--- config.mk ---
export PLATFORM = sky130hd
export DESIGN_NAME = lease_cache_top
export DESIGN_NICKNAME = d
export VERILOG_FILES = /design/src/logic/lease_pkg.sv /design/src/logic/lease_cache_top.sv /design/src/logic/lease_stats.sv /design/src/logic/lease_line_tracker.sv /design/src/logic/lease_lookup_table.sv
export SDC_FILE = /design/constraint.sdc
export NUM_CORES = 1
export LEC_CHECK = 0
export BUFFER_PORTS_ARGS = -buffer_cell sky130_fd_sc_hd__buf_2
export CAP_MARGIN = 20
export CELL_PAD_IN_SITES_DETAIL_PLACEMENT = 0
export CELL_PAD_IN_SITES_GLOBAL_PLACEMENT = 1
export CORE_ASPECT_RATIO = 1.2
export CORE_MARGIN = 3
export CORE_UTILIZATION = 25
export DETAILED_ROUTE_END_ITERATION = 10
export PLACE_DENSITY_LB_ADDON = 0.2
export SLEW_MARGIN = 20
export SYNTH_ARGS = -nofsm -noshare
export SYNTH_HDL_FRONTEND = slang
export SYNTH_HIERARCHICAL = 1
export SYNTH_SLANG_ARGS = --single-unit
export TNS_END_PERCENT = 30
--- constraint.sdc ---
create_clock -name clock_i -period 4.9 [get_ports clock_i]
set_input_delay 0.49 -clock clock_i [delete_from_list [all_inputs] [get_ports clock_i]]
set_output_delay 0.49 -clock clock_i [all_outputs]
set_load 0.02 [all_outputs]
--- src/logic/lease_pkg.sv ---
`default_nettype none

package lease_pkg;

	// sizes
	// --------------------
	localparam int N_ENTRIES     = 8;	// lease table entries
	localparam int BW_ENTRIES    = 3;	// table index
	localparam int BW_ADDR_SPACE = 5;	// table select above index
	localparam int BW_REF_ADDR   = 12;	// stored reference word address
	localparam int BW_LEASE      = 8;
	localparam int N_LINES       = 4;	// tracked cache lines
	localparam int BW_LINE       = 2;
	localparam int BW_BLOCK      = 16;	// block address of an access
	localparam int BW_STAT       = 16;	// stats counter width

	// table selects in the top two bits of the config address
	localparam logic [1:0] SEL_REF_ADDR = 2'd0;
	localparam logic [1:0] SEL_LEASE0   = 2'd1;

	// config word
	// --------------------
	// byte address of the reference instruction
	typedef struct packed {
		logic [31-BW_REF_ADDR-2:0] pad;
		logic [BW_REF_ADDR-1:0]    word_addr;	// word address sits above the byte offset
		logic [1:0]                byte_sel;
	} cfg_ref_view_t;

	typedef struct packed {
		logic [31-BW_LEASE:0] pad;
		logic [BW_LEASE-1:0]  lease;	// lease in the low bits
	} cfg_lease_view_t;

	// view picked by the table select of the write
	typedef union packed {
		cfg_ref_view_t   ref_view;
		cfg_lease_view_t lease_view;
	} cfg_word_u;

	// access path
	// --------------------
	typedef struct packed {
		logic                   valid;
		logic [BW_REF_ADDR-1:0] ref_addr;	// word address of the ld/st
		logic [BW_BLOCK-1:0]    block;
	} access_req_t;

	typedef struct packed {
		logic                llt_hit;
		logic [BW_LEASE-1:0] lease;	// zero on table miss
	} lookup_t;

	typedef struct packed {
		logic                valid;
		logic                cache_hit;
		logic                llt_hit;
		logic                bypass;
		logic [BW_LEASE-1:0] lease;	// lease written to the line or 0 on bypass
		logic [BW_LINE-1:0]  line;	// only meaningful without bypass
	} access_result_t;

	typedef struct packed {
		logic [BW_STAT-1:0] hits;
		logic [BW_STAT-1:0] misses;
		logic [BW_STAT-1:0] bypasses;
		logic [BW_STAT-1:0] llt_misses;
	} lease_stats_t;

endpackage

`default_nettype wire
--- src/logic/lease_cache_top.sv ---
`timescale 1ns/1ps
`default_nettype none

module lease_cache_top (
	input  wire logic                                clock_i,
	input  wire logic                                resetn_i,

	// table config
	input  wire logic                                cfg_wren_i,
	input  wire logic [lease_pkg::BW_ADDR_SPACE-1:0] cfg_addr_i,
	input  wire lease_pkg::cfg_word_u                cfg_data_i,

	// access path
	input  wire lease_pkg::access_req_t              access_i,
	output lease_pkg::access_result_t                result_o,
	output lease_pkg::lease_stats_t                  stats_o
);

	import lease_pkg::*;

	// input registers
	// --------------------
	logic                     cfg_wren_q;
	logic [BW_ADDR_SPACE-1:0] cfg_addr_q;
	cfg_word_u                cfg_data_q;
	access_req_t              stage_q;	// access under lookup
	lookup_t                  lookup;

	// config is staged too, so a same edge write misses the access
	always_ff @(posedge clock_i) begin
		if (!resetn_i) begin
			cfg_wren_q    <= 1'b0;
			stage_q.valid <= 1'b0;
		end else begin
			cfg_wren_q <= cfg_wren_i;
			stage_q    <= access_i;
		end
	end

	always_ff @(posedge clock_i) begin
		cfg_addr_q <= cfg_addr_i;
		cfg_data_q <= cfg_data_i;
	end

	// blocks
	// --------------------
	lease_lookup_table u_table (
		.clock_i       (clock_i),
		.resetn_i      (resetn_i),
		.wren_i        (cfg_wren_q),
		.addr_i        (cfg_addr_q),
		.data_i        (cfg_data_q),
		.search_addr_i (stage_q.ref_addr),
		.lookup_o      (lookup)
	);

	lease_line_tracker u_tracker (
		.clock_i  (clock_i),
		.resetn_i (resetn_i),
		.req_i    (stage_q),
		.lookup_i (lookup),
		.result_o (result_o)
	);

	lease_stats u_stats (
		.clock_i  (clock_i),
		.resetn_i (resetn_i),
		.result_i (result_o),	// counts what leaves the top
		.stats_o  (stats_o)
	);

endmodule

`default_nettype wire

--- src/logic/lease_stats.sv ---
`timescale 1ns/1ps
`default_nettype none

module lease_stats (
	input  wire logic                     clock_i,
	input  wire logic                     resetn_i,

	input  wire lease_pkg::access_result_t result_i,	// tracker outcome
	output lease_pkg::lease_stats_t       stats_o
);

	import lease_pkg::*;

	// holds at all ones once full
	function automatic logic [BW_STAT-1:0] sat_inc(
		input logic [BW_STAT-1:0] cnt,
		input logic               en
	);
		if (en && cnt != '1) begin
			return cnt + 1'b1;
		end
		return cnt;
	endfunction

	// counters
	// --------------------
	always_ff @(posedge clock_i) begin
		if (!resetn_i) begin
			stats_o <= '0;
		end else if (result_i.valid) begin
			stats_o.hits       <= sat_inc(stats_o.hits, result_i.cache_hit);
			stats_o.misses     <= sat_inc(stats_o.misses, !result_i.cache_hit);	// bypass too
			stats_o.bypasses   <= sat_inc(stats_o.bypasses, result_i.bypass);
			stats_o.llt_misses <= sat_inc(stats_o.llt_misses, !result_i.llt_hit);
		end
	end

endmodule

`default_nettype wire

--- src/logic/lease_line_tracker.sv ---
`timescale 1ns/1ps
`default_nettype none

module lease_line_tracker (
	input  wire logic                     clock_i,
	input  wire logic                     resetn_i,

	input  wire lease_pkg::access_req_t   req_i,	// staged access
	input  wire lease_pkg::lookup_t       lookup_i,	// table answer for req_i
	output lease_pkg::access_result_t     result_o
);

	import lease_pkg::*;

	// line state
	// --------------------
	logic [BW_BLOCK-1:0] tag_q [N_LINES];	// block held by each line
	logic [BW_LEASE-1:0] rem_q [N_LINES];	// remaining lease where 0 means free

	// per line decode
	logic [N_LINES-1:0]  live;			// lease still running
	logic [N_LINES-1:0]  match;			// live and same block
	logic [N_LINES-1:0]  free;			// zero after countdown
	logic [BW_LEASE-1:0] rem_dec [N_LINES];	// lease after countdown

	always_comb begin
		for (int i = 0; i < N_LINES; i++) begin
			live[i]  = (rem_q[i] != '0);
			match[i] = live[i] && (tag_q[i] == req_i.block);

			// every other live line counts down
			if (live[i] && !match[i]) begin
				rem_dec[i] = rem_q[i] - 1'b1;
			end else begin
				rem_dec[i] = rem_q[i];
			end

			free[i] = (rem_dec[i] == '0);
		end
	end

	// index search
	// --------------------
	logic [BW_LINE-1:0] hit_idx;
	logic [BW_LINE-1:0] free_idx;

	// live blocks are never duplicated, so at most one match
	always_comb begin
		hit_idx = '0;
		for (int i = N_LINES - 1; i >= 0; i--) begin
			if (match[i]) begin
				hit_idx = BW_LINE'(i);
			end
		end
	end

	// lowest free line
	always_comb begin
		free_idx = '0;
		for (int i = N_LINES - 1; i >= 0; i--) begin
			if (free[i]) begin
				free_idx = BW_LINE'(i);
			end
		end
	end

	// decision
	// --------------------
	logic                hit;
	logic                has_free;
	logic                lease_ok;	// table gave a usable lease
	logic                alloc;
	logic [BW_LEASE-1:0] new_lease;

	assign hit      = |match;
	assign has_free = |free;
	assign lease_ok = lookup_i.llt_hit && (lookup_i.lease != '0);
	assign alloc    = !hit && lease_ok && has_free;

	always_comb begin
		if (hit) begin
			// refresh to the table lease or expire on table miss
			new_lease = lookup_i.llt_hit ? lookup_i.lease : '0;
		end else if (alloc) begin
			new_lease = lookup_i.lease;
		end else begin
			new_lease = '0;	// bypass
		end
	end

	access_result_t result_d;

	always_comb begin
		result_d.valid     = req_i.valid;
		result_d.cache_hit = hit;
		result_d.llt_hit   = lookup_i.llt_hit;
		result_d.bypass    = !hit && !alloc;	// no line, zero lease or table miss
		result_d.lease     = new_lease;
		if (hit) begin
			result_d.line = hit_idx;
		end else if (alloc) begin
			result_d.line = free_idx;
		end else begin
			result_d.line = '0;
		end
	end

	// state update
	// --------------------
	// leases only move on a valid access
	always_ff @(posedge clock_i) begin
		if (!resetn_i) begin
			for (int i = 0; i < N_LINES; i++) begin
				rem_q[i] <= '0;
			end
		end else if (req_i.valid) begin
			for (int i = 0; i < N_LINES; i++) begin
				rem_q[i] <= rem_dec[i];	// countdown first
			end
			if (hit) begin
				rem_q[hit_idx] <= new_lease;	// refresh overrides
			end else if (alloc) begin
				rem_q[free_idx] <= new_lease;
			end
		end
	end

	// tags only change on allocation
	always_ff @(posedge clock_i) begin
		if (req_i.valid && alloc) begin
			tag_q[free_idx] <= req_i.block;
		end
	end

	// result register one cycle after stage
	always_ff @(posedge clock_i) begin
		if (!resetn_i) begin
			result_o.valid <= 1'b0;
		end else begin
			result_o <= result_d;
		end
	end

endmodule

`default_nettype wire

--- src/logic/lease_lookup_table.sv ---
`timescale 1ns/1ps
`default_nettype none

module lease_lookup_table (
	// system
	input  wire logic                               clock_i,
	input  wire logic                               resetn_i,

	// table writes
	input  wire logic                               wren_i,
	input  wire logic [lease_pkg::BW_ADDR_SPACE-1:0] addr_i,	// select above index
	input  wire lease_pkg::cfg_word_u               data_i,

	// search
	input  wire logic [lease_pkg::BW_REF_ADDR-1:0]  search_addr_i,	// ref word address
	output lease_pkg::lookup_t                      lookup_o
);

	import lease_pkg::*;

	// table storage
	// --------------------
	logic [N_ENTRIES-1:0]   valid_q;			// entry holds a reference
	logic [BW_REF_ADDR-1:0] ref_mem   [N_ENTRIES];
	logic [BW_LEASE-1:0]    lease_mem [N_ENTRIES];

	logic [1:0]            sel;
	logic [BW_ENTRIES-1:0] idx;

	assign sel = addr_i[BW_ADDR_SPACE-1 -: 2];	// table select
	assign idx = addr_i[BW_ENTRIES-1:0];

	// valid bits and leases
	always_ff @(posedge clock_i) begin
		if (!resetn_i) begin
			valid_q <= '0;
			for (int i = 0; i < N_ENTRIES; i++) begin
				lease_mem[i] <= '0;	// unwritten lease reads as 0
			end
		end else if (wren_i) begin
			case (sel)
				SEL_REF_ADDR: valid_q[idx] <= 1'b1;
				SEL_LEASE0:   lease_mem[idx] <= data_i.lease_view.lease;
				default: ;	// lease1 and probability tables not kept
			endcase
		end
	end

	// reference words
	always_ff @(posedge clock_i) begin
		if (wren_i && sel == SEL_REF_ADDR) begin
			ref_mem[idx] <= data_i.ref_view.word_addr;	// byte to word address
		end
	end

	// search
	// --------------------
	logic [N_ENTRIES-1:0] hit_bits;
	logic [BW_LEASE-1:0]  match_lease;

	// one equality per entry, masked by valid
	always_comb begin
		for (int i = 0; i < N_ENTRIES; i++) begin
			hit_bits[i] = valid_q[i] && (ref_mem[i] == search_addr_i);
		end
	end

	// highest matching index wins
	always_comb begin
		match_lease = '0;
		for (int i = 0; i < N_ENTRIES; i++) begin
			if (hit_bits[i]) begin
				match_lease = lease_mem[i];
			end
		end
	end

	assign lookup_o.llt_hit = |hit_bits;
	assign lookup_o.lease   = match_lease;	// zero when nothing hit

endmodule

`default_nettype wire

-- After elaboration in Yosys (flattened, before gate mapping)
Memory sizes are Yosys's and may differ from the RTL's.
Index checks and enable logic that the tools add are counted.
- register bits: 135
- memories kept: 4
- word-level logic and storage cells: 182
- RAM bits: 256
- bits of input ports: 69
- output and inout port bits: 78
- magnitude comparators: 2
- reductions and logical operators: 55
- equality and inequality tests: 17
- bitwise logic cells: 5
- muxes and demuxes: 74
- add/sub/neg operators: 8
- memory list (name ; words ; width ; rd ports ; clocked after memory_dff ; wr ports ; line ; text):
    u_table.ref_mem ; 8 ; 12 ; 8 ; 0 ; 1 ; lease_lookup_table.sv:24 ; logic [BW_REF_ADDR-1:0] ref_mem [N_ENTRIES];
    u_table.lease_mem ; 8 ; 8 ; 8 ; 0 ; 8 ; lease_lookup_table.sv:25 ; logic [BW_LEASE-1:0] lease_mem [N_ENTRIES];
    u_tracker.tag_q ; 4 ; 16 ; 4 ; 0 ; 1 ; lease_line_tracker.sv:17 ; logic [BW_BLOCK-1:0] tag_q [N_LINES];
    u_tracker.rem_q ; 4 ; 8 ; 4 ; 0 ; 5 ; lease_line_tracker.sv:18 ; logic [BW_LEASE-1:0] rem_q [N_LINES];
- operator list (operator ; count):
    2-to-1 mux 8 bit ; 21
    == test 12 bit ; 8
    adder 16 x 1 -> 16 bit, second input constant ; 4
    == test 16 bit ; 4
    2-to-1 mux 16 bit ; 4
    != test 16 bit, second input constant ; 4
    nonzero test 8 bit ; 5
    2-to-1 mux 1 bit ; 36
    logical NOT 8 bit ; 4
    subtractor 8 x 1 -> 8 bit, second input constant ; 4
    logical AND 1 bit ; 27
    OR reduction 8 bit ; 3
    2-to-1 mux 2 bit ; 11
    AND reduction 2 bit ; 5
    logical NOT 1 bit ; 8
    OR 8 bit ; 1
    OR reduction 4 bit ; 2
    < comparator 3 x 4 -> 1 bit, second input constant ; 1
    OR 1 bit ; 4
    demux 1 bit (select 3 bit) ; 1
    greater-or-equal comparator 3 x 1 -> 1 bit, second input constant ; 1
    2-to-1 mux 3 bit ; 1
    == test 2 x 1 -> 1 bit, second input constant ; 1
    logical NOT 2 bit ; 1

-- Depth between registers and ports, before layout
Gate-level depths: netlist (run 1).
- depth after elaboration: 21
- mapped depth: 18

-- Modules after synthesis
The synthesis (run 1) kept the hierarchy.
- by module, submodules not included (module ; instances ; cells each ; area each (µm²)):
    lease_lookup_table ; 1 ; 529 ; 7568.5
    lease_line_tracker ; 1 ; 492 ; 5904.4
    lease_stats ; 1 ; 405 ; 3349.5
    lease_cache_top ; 1 ; 69 ; 1634.1

-- Worst setup path before layout (run 1)
OpenSTA, ideal clock, no wires.
- kind: register to register
- start: register stage_q[18] (netlist name)
- end: memory u_tracker.tag_q[1][0] (enable)
- setup slack: 714 ps
- stages on the path, launching flop included: 15
- arrival: 3774 ps
- cells stage by stage: edfxtp_1 > buf_6 > xnor2_2 > nand4_2 > or4_4 > and2_4 > buf_6 > nor2b_1 > a32oi_1 > nor4_1 > nand2_1 > nand2_1 > nor2_1 > nand2_1 > nor3b_1
- RTL lines (element ; line ; text):
    start: declaration ; lease_cache_top.sv:26 ; access_req_t stage_q;
    start signal: assignment ; lease_cache_top.sv:36 ; stage_q <= access_i;
    end: declaration ; lease_line_tracker.sv:17 ;

==> results.sh, run 1 <==
export IMPL_dr_pass1_iters=5
export IMPL_core_area_mm2=0.0714
export IMPL_worst_pin_slew_ns=1.01
export IMPL_final_max_slew_viol_count=0
export IMPL_drive_gt1_frac=0.185
export IMPL_dpl_cell_count=2531
export IMPL_overflow=0
export IMPL_drtIter0Drc=429
export IMPL_port_buffer_count=128
export IMPL_critPathBufInv=1
export IMPL_place_hpwl_mm=33.7
export IMPL_final_nets=1757
export IMPL_grtUsageTotal=0.130
export IMPL_vdd_drop_max_mv=0.262
export IMPL_reg2regPathDepth=16
export IMPL_seqPwrFrac=0.500
export IMPL_wl_per_cell_um=18.6
export IMPL_worstHoldPathType="in -> reg"
export IMPL_vias=12300
export IMPL_worstSetupStartpointType="flip-flop"
export IMPL_crit_path_end_kind="flip-flop"
export IMPL_grt_use_met2=0.225
export IMPL_fmax_mhz=216
export IMPL_p_per_area_mw_per_mm2=345
export IMPL_crit_fanout=6
export IMPL_cts_buffers=46
export IMPL_drv_cap=0
export IMPL_hold_depth=1
export IMPL_area_growth_pct=20.5
export IMPL_rr_startpoint="stage_q[20]$_DFFE_PP_"
export IMPL_grt_pass1_vias=12500
export IMPL_cts_tree="built"
export IMPL_power_leakage_uw=0.00767
export IMPL_insertion_delay_ns=0.62
export IMPL_cp_depth=16
export IMPL_die_y_um=301
export IMPL_initial_core_util=0.254
export IMPL_fin_crit_sh=0.943
export IMPL_drc=0
export IMPL_clk_pin_slew_ns=0.06
export IMPL_num_rows=107
export IMPL_skew_ns=0.0530
export IMPL_min_period_ns=4.62
export IMPL_critical_path_class="reg -> reg"
export IMPL_design_die_area_mm2=0.0757
export IMPL_gr_max_usage_layer="met2"
export IMPL_antenna_found_initial=2
export IMPL_cp_common_cell="nand2_1"
export IMPL_crit_chain="xnor2_1, nand4_1, nor4_4, nor2_2, a221oi_1, o211ai_1, a22o_1, nor4_1, nand2_1, nand2_1, nor2_1, nand2b_1, o21ai_1, or3_1, buf_4, mux2i_1"
export IMPL_antenna_left=0
export IMPL_gp_congestion=0.812
export IMPL_max_stage_delay_ns=0.62
export IMPL_holdPathEnd="stage_q[18]$_DFFE_PP_"
export IMPL_clockRootBuffer="clkbuf_16"
export IMPL_gr_usage_met3=0.0241
export IMPL_htreeDepth=2
export IMPL_postSynthAreaPerCell_um2=12.3
export IMPL_critPathTopFamily="simple AND/OR/NAND/NOR gates"
export IMPL_switching_share=0.235
export IMPL_syn_nets=1554
export IMPL_layout_cells_non_filler=2643
export IMPL_timing_hold_ws_ns=0.0488
export IMPL_cts_resized=0
export IMPL_crit_slowest_cell="edfxtp_1"
export IMPL_p_comb_frac=0.054
export IMPL_clkPwrFrac=0.446
export IMPL_setup_violations=0
export IMPL_hold_violations=0
export IMPL_ff2ff_setup_slack_ns=0.28
export IMPL_fin_setup_tns_ns=0
export IMPL_crit_required_ns=5.20
export IMPL_drt_wl_total_mm=49.1
export IMPL_min_from="access_i[18]"
export IMPL_outcome="completed"
export IMPL_cts_sink_count=391
export IMPL_synth_area_mm2=0.0181
export IMPL_fin_util=0.306
export IMPL_worst_r2r_endpoint="u_tracker/rem_q[0][1]$_DFFE_PP_"
export IMPL_grt_pass1_wl_mm=75.2
export IMPL_critPathArrivalTime_ns=4.92
export IMPL_ctsLongestPathBuffers=3
export IMPL_die_w_um=252
export IMPL_p_int_uw=5760
export IMPL_synthCells=1477
export IMPL_vias_per_cell=4.64
export IMPL_use_met1=0.163
export IMPL_ys_warn_count=6
export IMPL_p_sw_uw=1770
export IMPL_grt_max_degree=53
export IMPL_ioPinCount=147
export IMPL_slew_headroom=0.323
export IMPL_rsz0062_at_grt="false"
routing by layer:
metal,wire [um],vias up,share of wire
met1,21600,5980,0.44
met5,0,-,0
li1,-,5939,-
met4,1310,0,0.027
met3,2140,75,0.044
met2,24100,271,0.49
worst register-to-register path, cell delays in order, from the launching register on:
cell and delay, ns:
edfxtp_1 0.62, xnor2_1 0.25, nand4_1 0.18, nor4_4 0.41
nor2_2 0.15, a221oi_1 0.43, o211ai_1 0.22, a22o_1 0.27
nor4_1 0.37, nand2_1 0.16, nand2_1 0.12, nor2_1 0.08
nand2b_1 0.09, o21ai_1 0.08, or3_1 0.54, buf_4 0.22
mux2i_1 0.12
registers in the layout (all words and copies together), names as in the netlist:
signal,count
u_tracker/result_o,14
u_tracker/tag_q,64
cfg_wren_q,1
u_table/valid_q,8
stage_q,29
cfg_data_q,14
u_stats/stats_o,64
u_tracker/rem_q,32
u_table/lease_mem,64
u_table/ref_mem,96
cfg_addr_q,5
metrics by stage:
stage	worst slack [ns]	power (uW)	cell area (um2)
5_1_grt	0.0150	7860	21800
4_1_cts	0.121	7690	21800
3_5_place_dp	0.195	4240	20100
2_1_floorplan	0.714	4070	18100
3_3_place_gp	0.200	4230	20000
6_report	0.279	7530	21800
placed cells by master (no fill, tap or decap), drive strengths merged, types with 51 or more instances in the layout:
| cell type | instances |
|---|---|
| buf | 185 |
| o21ai | 51 |
| and2 | 74 |
| xnor2 | 143 |
| nor2 | 56 |
| nand2 | 123 |
| nand3 | 58 |
| clkbuf | 63 |
| edfxtp | 297 |
| dfxtp | 94 |
power by group through the flow:
stage | Combinational [uW] | Sequential [uW] | Clock, uW
floorplan | 289 | 3780 | 0
global placement | 389 | 3840 | 0
global route | 457 | 3780 | 3620
CTS | 408 | 3780 | 3510
detailed placement | 391 | 3850 | 0
finish | 408 | 3760 | 3360
worst max-delay path by stage:
stage / endpoint / from / slack [ns]
floorplan: u_tracker/tag_q[1][0]$_DFFE_PP_ / stage_q[18]$_DFFE_PP_ / 0.71
global placement: u_tracker/rem_q[0][0]$_DFFE_PP_ / stage_q[24]$_DFFE_PP_ / 0.20
detailed placement: u_tracker/rem_q[0][1]$_DFFE_PP_ / stage_q[24]$_DFFE_PP_ / 0.20
CTS: u_tracker/rem_q[0][1]$_DFFE_PP_ / stage_q[24]$_DFFE_PP_ / 0.12
global route: u_tracker/rem_q[0][0]$_DFFE_PP_ / stage_q[25]$_DFFE_PP_ / 0.01
finish: u_tracker/rem_q[0][1]$_DFFE_PP_ / stage_q[20]$_DFFE_PP_ / 0.28
final cells by class:
| cell class | count | area (um2) |
|---|---|---|
| repair buffers | 207 | 1310 |
| diodes | 1 | 2.50 |
| inverters | 34 | 128 |
| fillers | 7266 | 49500 |
| clock buffers | 63 | 1260 |
| flip-flops and latches | 391 | 10800 |
| well taps | 926 | 1160 |
| multi-input cells | 1000 | 6910 |
| clock inverters | 21 | 229 |
what timing repair did:
action,4_1_cts,5_1_grt
setup buffers,0,5
hold endpoints to repair,22,0
endpoints found under the setup margin,0,6
hold buffers,22,0
Power figures use the tool's default switching activity.
==> inputs of run 2 (changes only) <==
--- a/config.mk
+++ b/config.mk
@@ -6,14 +6,13 @@
 export NUM_CORES = 1
 export LEC_CHECK = 0
 export BUFFER_PORTS_ARGS = -buffer_cell sky130_fd_sc_hd__buf_2
-export CAP_MARGIN = 20
 export CELL_PAD_IN_SITES_DETAIL_PLACEMENT = 0
 export CELL_PAD_IN_SITES_GLOBAL_PLACEMENT = 1
 export CORE_ASPECT_RATIO = 1.2
 export CORE_MARGIN = 3
 export CORE_UTILIZATION = 25
 export DETAILED_ROUTE_END_ITERATION = 10
-export PLACE_DENSITY_LB_ADDON = 0.2
+export PLACE_DENSITY_LB_ADDON = 0.1
 export SLEW_MARGIN = 20
 export SYNTH_ARGS = -nofsm -noshare
 export SYNTH_HDL_FRONTEND = slang
==> run 2 against run 1 <==
Net effect: worst setup slack gained 0.058 ns; highest routed layer unchanged; sequential share of layout area decreased by 1.1 points; critical path depth rose by 1; non-clock buffer count is 36 higher; clock skew is 0.0037 ns higher; largest power group unchanged; final cell count is 1.6% higher; register-to-register slack improved by 0.06 ns; sequential power hardly changed; clock-buffer cell count decreased by 2.
==> results.sh, run 2 (synthesized netlist as in run 1, its figures left out) <==
export IMPL_ctsLongestPathBuffers=3
export IMPL_core_area_mm2=0.0714
export IMPL_final_nets=1795
export IMPL_layout_commonest_cell="edfxtp_1"
export IMPL_clockRootBuffer="clkbuf_16"
export IMPL_cts_buffers=48
export IMPL_hold_violations=0
export IMPL_htreeDepth=2
export IMPL_diodes=0
export IMPL_overflow=0
export IMPL_fmax_mhz=219
export IMPL_drtIter0Drc=490
export IMPL_place_hpwl_mm=35.1
export IMPL_worst_pin_slew_ns=0.966
export IMPL_reg2regPathDepth=17
export IMPL_outcome="completed"
export IMPL_cts_sink_count=391
export IMPL_worstSetupStartpointType="flip-flop"
export IMPL_p_per_area_mw_per_mm2=352
export IMPL_port_buffer_count=128
export IMPL_finalPower_uw=7850
export IMPL_gp_congestion=0.777
export IMPL_drt_wl_total_mm=51.1
export IMPL_critical_path_class="reg -> reg"
export IMPL_drv_cap=0
export IMPL_drive_gt1_frac=0.204
export IMPL_design_die_area_mm2=0.0757
export IMPL_drc=0
export IMPL_cts_resized=0
export IMPL_dr_pass1_iters=5
export IMPL_critPathArrivalTime_ns=4.87
export IMPL_cts_tree="built"
export IMPL_fin_setup_tns_ns=0
export IMPL_die_y_um=301
export IMPL_ioPinCount=147
export IMPL_regMostFlops="u_table/ref_mem"
export IMPL_fin_crit_sh=0.931
export IMPL_worstHoldPathType="in -> reg"
export IMPL_grtUsageTotal=0.134
export IMPL_die_w_um=252
export IMPL_slew_headroom=0.355
export IMPL_final_max_slew_viol_count=0
export IMPL_power_leakage_uw=0.00794
export IMPL_skew_ns=0.0567
export IMPL_grt_max_degree=61
export IMPL_largest_reg_flops=96
export IMPL_grt_pass1_vias=12400
export IMPL_crit_path_end_kind="flip-flop"
export IMPL_area_growth_pct=23.1
export IMPL_vias_per_cell=4.61
export IMPL_clk_pin_slew_ns=0.06
export IMPL_grt_pass1_wl_mm=78.1
export IMPL_initial_core_util=0.254
export IMPL_num_rows=107
export IMPL_hold_depth=1
export IMPL_insertion_delay_ns=0.63
export IMPL_antenna_left=0
export IMPL_vias=12400
export IMPL_wl_per_cell_um=19.0
export IMPL_most_common_layout_cells="edfxtp_1 (297), xnor2_1 (136), buf_2 (127), nand2_1 (123), dfxtp_1 (94)"
export IMPL_min_period_ns=4.56
export IMPL_crit_fanout=14
export IMPL_crit_required_ns=5.21
export IMPL_setup_violations=0
export IMPL_antenna_found_initial=0
export IMPL_vdd_drop_max_mv=0.282
export IMPL_rsz0062_at_grt="false"
## run 2: changes by cell type in the layout (fill, tap and decap cells not counted), sizes merged
cell         before  now
diode             1    0
dlygate4sd3      22   29
inv              33   36
clkinv           19   21
clkbuf           63   61
bufinv            2    5
buf             185  214
## run 2: final timing paths
check / start / slack [ns] / end
setup reg to reg: stage_q[24]$_DFFE_PP_ / 0.34 / u_tracker/rem_q[0][6]$_DFFE_PP_
hold / removal: access_i[15] / 0.05 / stage_q[15]$_DFFE_PP_
setup / recovery: stage_q[24]$_DFFE_PP_ / 0.34 / u_tracker/rem_q[0][6]$_DFFE_PP_
hold reg to reg: u_table/valid_q[4]$_SDFFE_PN0P_ / 0.47 / u_table/valid_q[4]$_SDFFE_PN0P_
## run 2: where the power goes
part / leakage [uW] / switching, uW / internal, uW
Clock: 0.000809 / 1510 / 2150
Combinational: 0.00349 / 236 / 200
Sequential: 0.00364 / 111 / 3640
## run 2: repair_timing
| action | CTS | global route |
|---|---|---|
| endpoints found under the setup margin | 0 | 12 |
| setup buffers | 0 | 23 |
| hold buffers | 29 | 0 |
| hold endpoints to repair | 29 | 0 |
## run 2: layout make-up
type / instances / area, um2
Sequential cell: 391 / 10800
Clock buffer: 61 / 1290
Tap cell: 926 / 1160
Inverter: 34 / 128
Multi-Input combinational cell: 1000 / 6920
Fill cell: 7260 / 49100
Timing Repair Buffer: 243 / 1640
Clock inverter: 29 / 343
## run 2: metrics by stage
stage           util  cell area [um2]  instances  hold WS [ns]  setup slack, ns
2_1_floorplan      -            18100       1477         0.440            0.714
3_3_place_gp   0.283            20200       2542         0.449            0.150
3_5_place_dp   0.283            20200       2542         0.458            0.175
4_1_cts        0.310            22100       2661      0.000357           0.0982
5_1_grt        0.312            22300       2684       0.00128           0.0206
6_report       0.312            22300       2684        0.0492            0.337
## run 2: metal layers
metal	global-route usage	vias up	wire length (um)
met1	0.168	6053	22400
met5	0	-	0
li1	-	6038	-
met2	0.238	222	25700
met4	0.0373	0	1120
met3	0.0242	62	1930
## run 2: critical path: stages, from the launching register on
cell and delay, ns:
edfxtp_1 0.53, buf_4 0.23, xnor2_1 0.16, nand3_1 0.11, or4_4 0.60, and2_4 0.24, a221oi_1 0.36, a21boi_2 0.27
o31ai_2 0.10, nor4_1 0.28, nand2_1 0.18, nand2_1 0.12, nor2_1 0.06, nand2b_1 0.08, o21ai_1 0.08, or3_1 0.51
buf_4 0.22, mux2i_1 0.11
==> inputs of run 3 (changes only) <==
==> constraint.sdc (replaced) <==
create_clock -name clock_i -period 4.79 [get_ports clock_i]
set_input_delay 0.479 -clock clock_i [delete_from_list [all_inputs] [get_ports clock_i]]
set_output_delay 0.479 -clock clock_i [all_outputs]
set_load 0.02 [all_outputs]
==> run 3 against run 2 <==
Net effect: worst setup slack worse by 0.0029 ns; core utilization down 0.28 points; maximum frequency up 2.4%; largest power group unchanged; sequential power up 2%; combinational power up 3%; power down 0.36%; via count down 0.45%; sequential cell count unchanged; hold slack better by 0.0099 ns; register-to-register slack about the same; final cell count down 0.41%.
==> results.sh, run 3 (synthesized netlist as in run 1, its figures left out) <==
export IMPL_critPathArrivalTime_ns=4.76
export IMPL_final_nets=1785
export IMPL_cts_sink_count=391
export IMPL_regArea_mm2=0.0108
export IMPL_cts_buffers=48
export IMPL_p_comb_frac=0.057
export IMPL_crit_fanout=8
export IMPL_design_die_area_mm2=0.0757
export IMPL_clk_pin_slew_ns=0.06
export IMPL_setup_violations=0
export IMPL_critical_path_class="reg -> reg"
export IMPL_diodes=0
export IMPL_core_area_mm2=0.0714
export IMPL_power_leakage_uw=0.00783
export IMPL_ioPinCount=147
export IMPL_dr_pass1_iters=5
export IMPL_cts_tree="built"
export IMPL_outcome="completed"
export IMPL_seqPwrFrac=0.491
export IMPL_place_ws_ns=0.235
export IMPL_antenna_found_initial=1
export IMPL_wl_met3_mm=2.06
export IMPL_switching_share=0.234
export IMPL_rsz0062_at_grt="false"
export IMPL_ctsLongestPathBuffers=3
export IMPL_die_w_um=252
export IMPL_antenna_left=0
export IMPL_hold_violations=0
export IMPL_area_growth_pct=22.0
export IMPL_met2_wirelength_mm=25.6
export IMPL_port_buffer_count=128
export IMPL_crit_required_ns=5.09
export IMPL_min_period_ns=4.46
export IMPL_worst_pin_slew_ns=1.04
export IMPL_grtUsageTotal=0.135
export IMPL_crit_slowest_cell="or4_1"
export IMPL_crit_path_end_kind="flip-flop"
export IMPL_drt_wl_total_mm=51.5
export IMPL_drc=0
export IMPL_fillCellCount=7293
export IMPL_clockRootBuffer="clkbuf_16"
export IMPL_fmax_mhz=224
export IMPL_top_layer="met4"
export IMPL_p_sw_uw=1830
export IMPL_drv_cap=0
export IMPL_gp_congestion=0.749
export IMPL_vias_per_cell=4.61
export IMPL_fin_crit_sh=0.930
export IMPL_regMostFlops="u_table/ref_mem"
export IMPL_skew_ns=0.0404
export IMPL_max_stage_delay_ns=0.74
export IMPL_place_hpwl_mm=35.0
export IMPL_largest_reg_flops=96
export IMPL_m1WireLength_mm=22.8
export IMPL_worstHoldPathType="in -> reg"
export IMPL_cts_resized=0
export IMPL_multiInputGateArea_mm2=0.00691
export IMPL_drtIter0Drc=563
export IMPL_htreeDepth=2
export IMPL_cp_common_cell="nand2_1"
export IMPL_vdd_drop_max_mv=0.224
export IMPL_wl_per_cell_um=19.3
export IMPL_initial_core_util=0.254
export IMPL_overflow=0
export IMPL_insertion_delay_ns=0.60
export IMPL_final_max_slew_viol_count=0
export IMPL_grt_max_degree=97
export IMPL_fin_setup_tns_ns=0
export IMPL_grt_pass1_wl_mm=78.4
export IMPL_crit_chain="xnor2_1, nand4_1, or4_1, o221ai_1, o211ai_1, a22o_1, nor4_1, nand2_1, nand2_1, nor2_1, nand2b_1, o21ai_1, or3_1, buf_4, mux2i_1"
export IMPL_p_per_area_mw_per_mm2=354
export IMPL_slew_headroom=0.303
export IMPL_grt_pass1_vias=12300
export IMPL_layout_commonest_cell="edfxtp_1"
export IMPL_layout_setup_ws_ns=0.334
export IMPL_p_int_uw=5990
export IMPL_drive_gt1_frac=0.188
export IMPL_most_common_layout_cells="edfxtp_1 (297), xnor2_1 (136), buf_2 (127), nand2_1 (123), dfxtp_1 (94)"
export IMPL_clkPwrFrac=0.452
export IMPL_die_y_um=301
export IMPL_vias=12300
export IMPL_worstSetupStartpointType="flip-flop"
export IMPL_num_rows=107
-- run 3: area by class of cell --
class / instances / area share
Clock buffer: 77 / 0.0616
Timing Repair Buffer: 233 / 0.0710
Clock inverter: 12 / 0.00725
Sequential cell: 391 / 0.489
Multi-Input combinational cell: 1000 / 0.313
Inverter: 34 / 0.00578
Tap cell: 926 / 0.0525
-- run 3: timing repair --
action | 4_1_cts | 5_1_grt
hold endpoints to repair | 30 | 0
setup endpoints to repair | 0 | 34
hold buffers | 30 | 0
setup buffers | 0 | 19
-- run 3: worst paths after layout --
kind         slack [ns]                             from                         endpoint  cells past startpoint
max reg2reg        0.33            stage_q[21]$_DFFE_PP_  u_tracker/rem_q[0][6]$_DFFE_PP_                     15
max                0.33            stage_q[21]$_DFFE_PP_  u_tracker/rem_q[0][6]$_DFFE_PP_                     15
min                0.06                     access_i[26]            stage_q[26]$_DFFE_PP_                      1
min reg2reg        0.46  u_table/valid_q[6]$_SDFFE_PN0P_  u_table/valid_q[6]$_SDFFE_PN0P_                      1
-- run 3: stage by stage --
step | power (uW) | std cells | hold slack (ns) | cell area [um2] | util
after detailed placement | 4330 | 2535 | 0.453 | 20100 | 0.282
after global routing | 8180 | 2673 | 0.0149 | 22100 | 0.309
after global placement | 4330 | 2535 | 0.447 | 20100 | 0.282
after floorplan | 4160 | 1477 | 0.440 | 18100 | -
after CTS | 7980 | 2654 | 0.00374 | 21900 | 0.307
final | 7830 | 2673 | 0.0591 | 22100 | 0.309
-- run 3: routing by layer --
metal / up-vias / GRT usage
met2: 217 / 0.239
met4: 0 / 0.0341
met5: - / 0
met3: 63 / 0.0256
li1: 5994 / -
met1: 6045 / 0.169
-- run 3: power groups by stage --
stage               Sequential [uW]  Clock, uW  Combinational (uW)
finish                         3840       3540                 446
global route                   3860       3830                 495
CTS                            3870       3700                 415
detailed placement             3940          0                 394
global placement               3940          0                 393
floorplan                      3860          0                 295
-- run 3: worst max-delay path: cells and delay by family (launching register included) --
family / cells / cell delay (ns)
multiplexers: 1 / 0.11
XOR/XNOR: 1 / 0.27
flip-flops: 1 / 0.64
AO/OA/AOI/OAI: 4 / 0.74
AND/OR/NAND/NOR: 8 / 2.16
buffers and inverters: 1 / 0.22
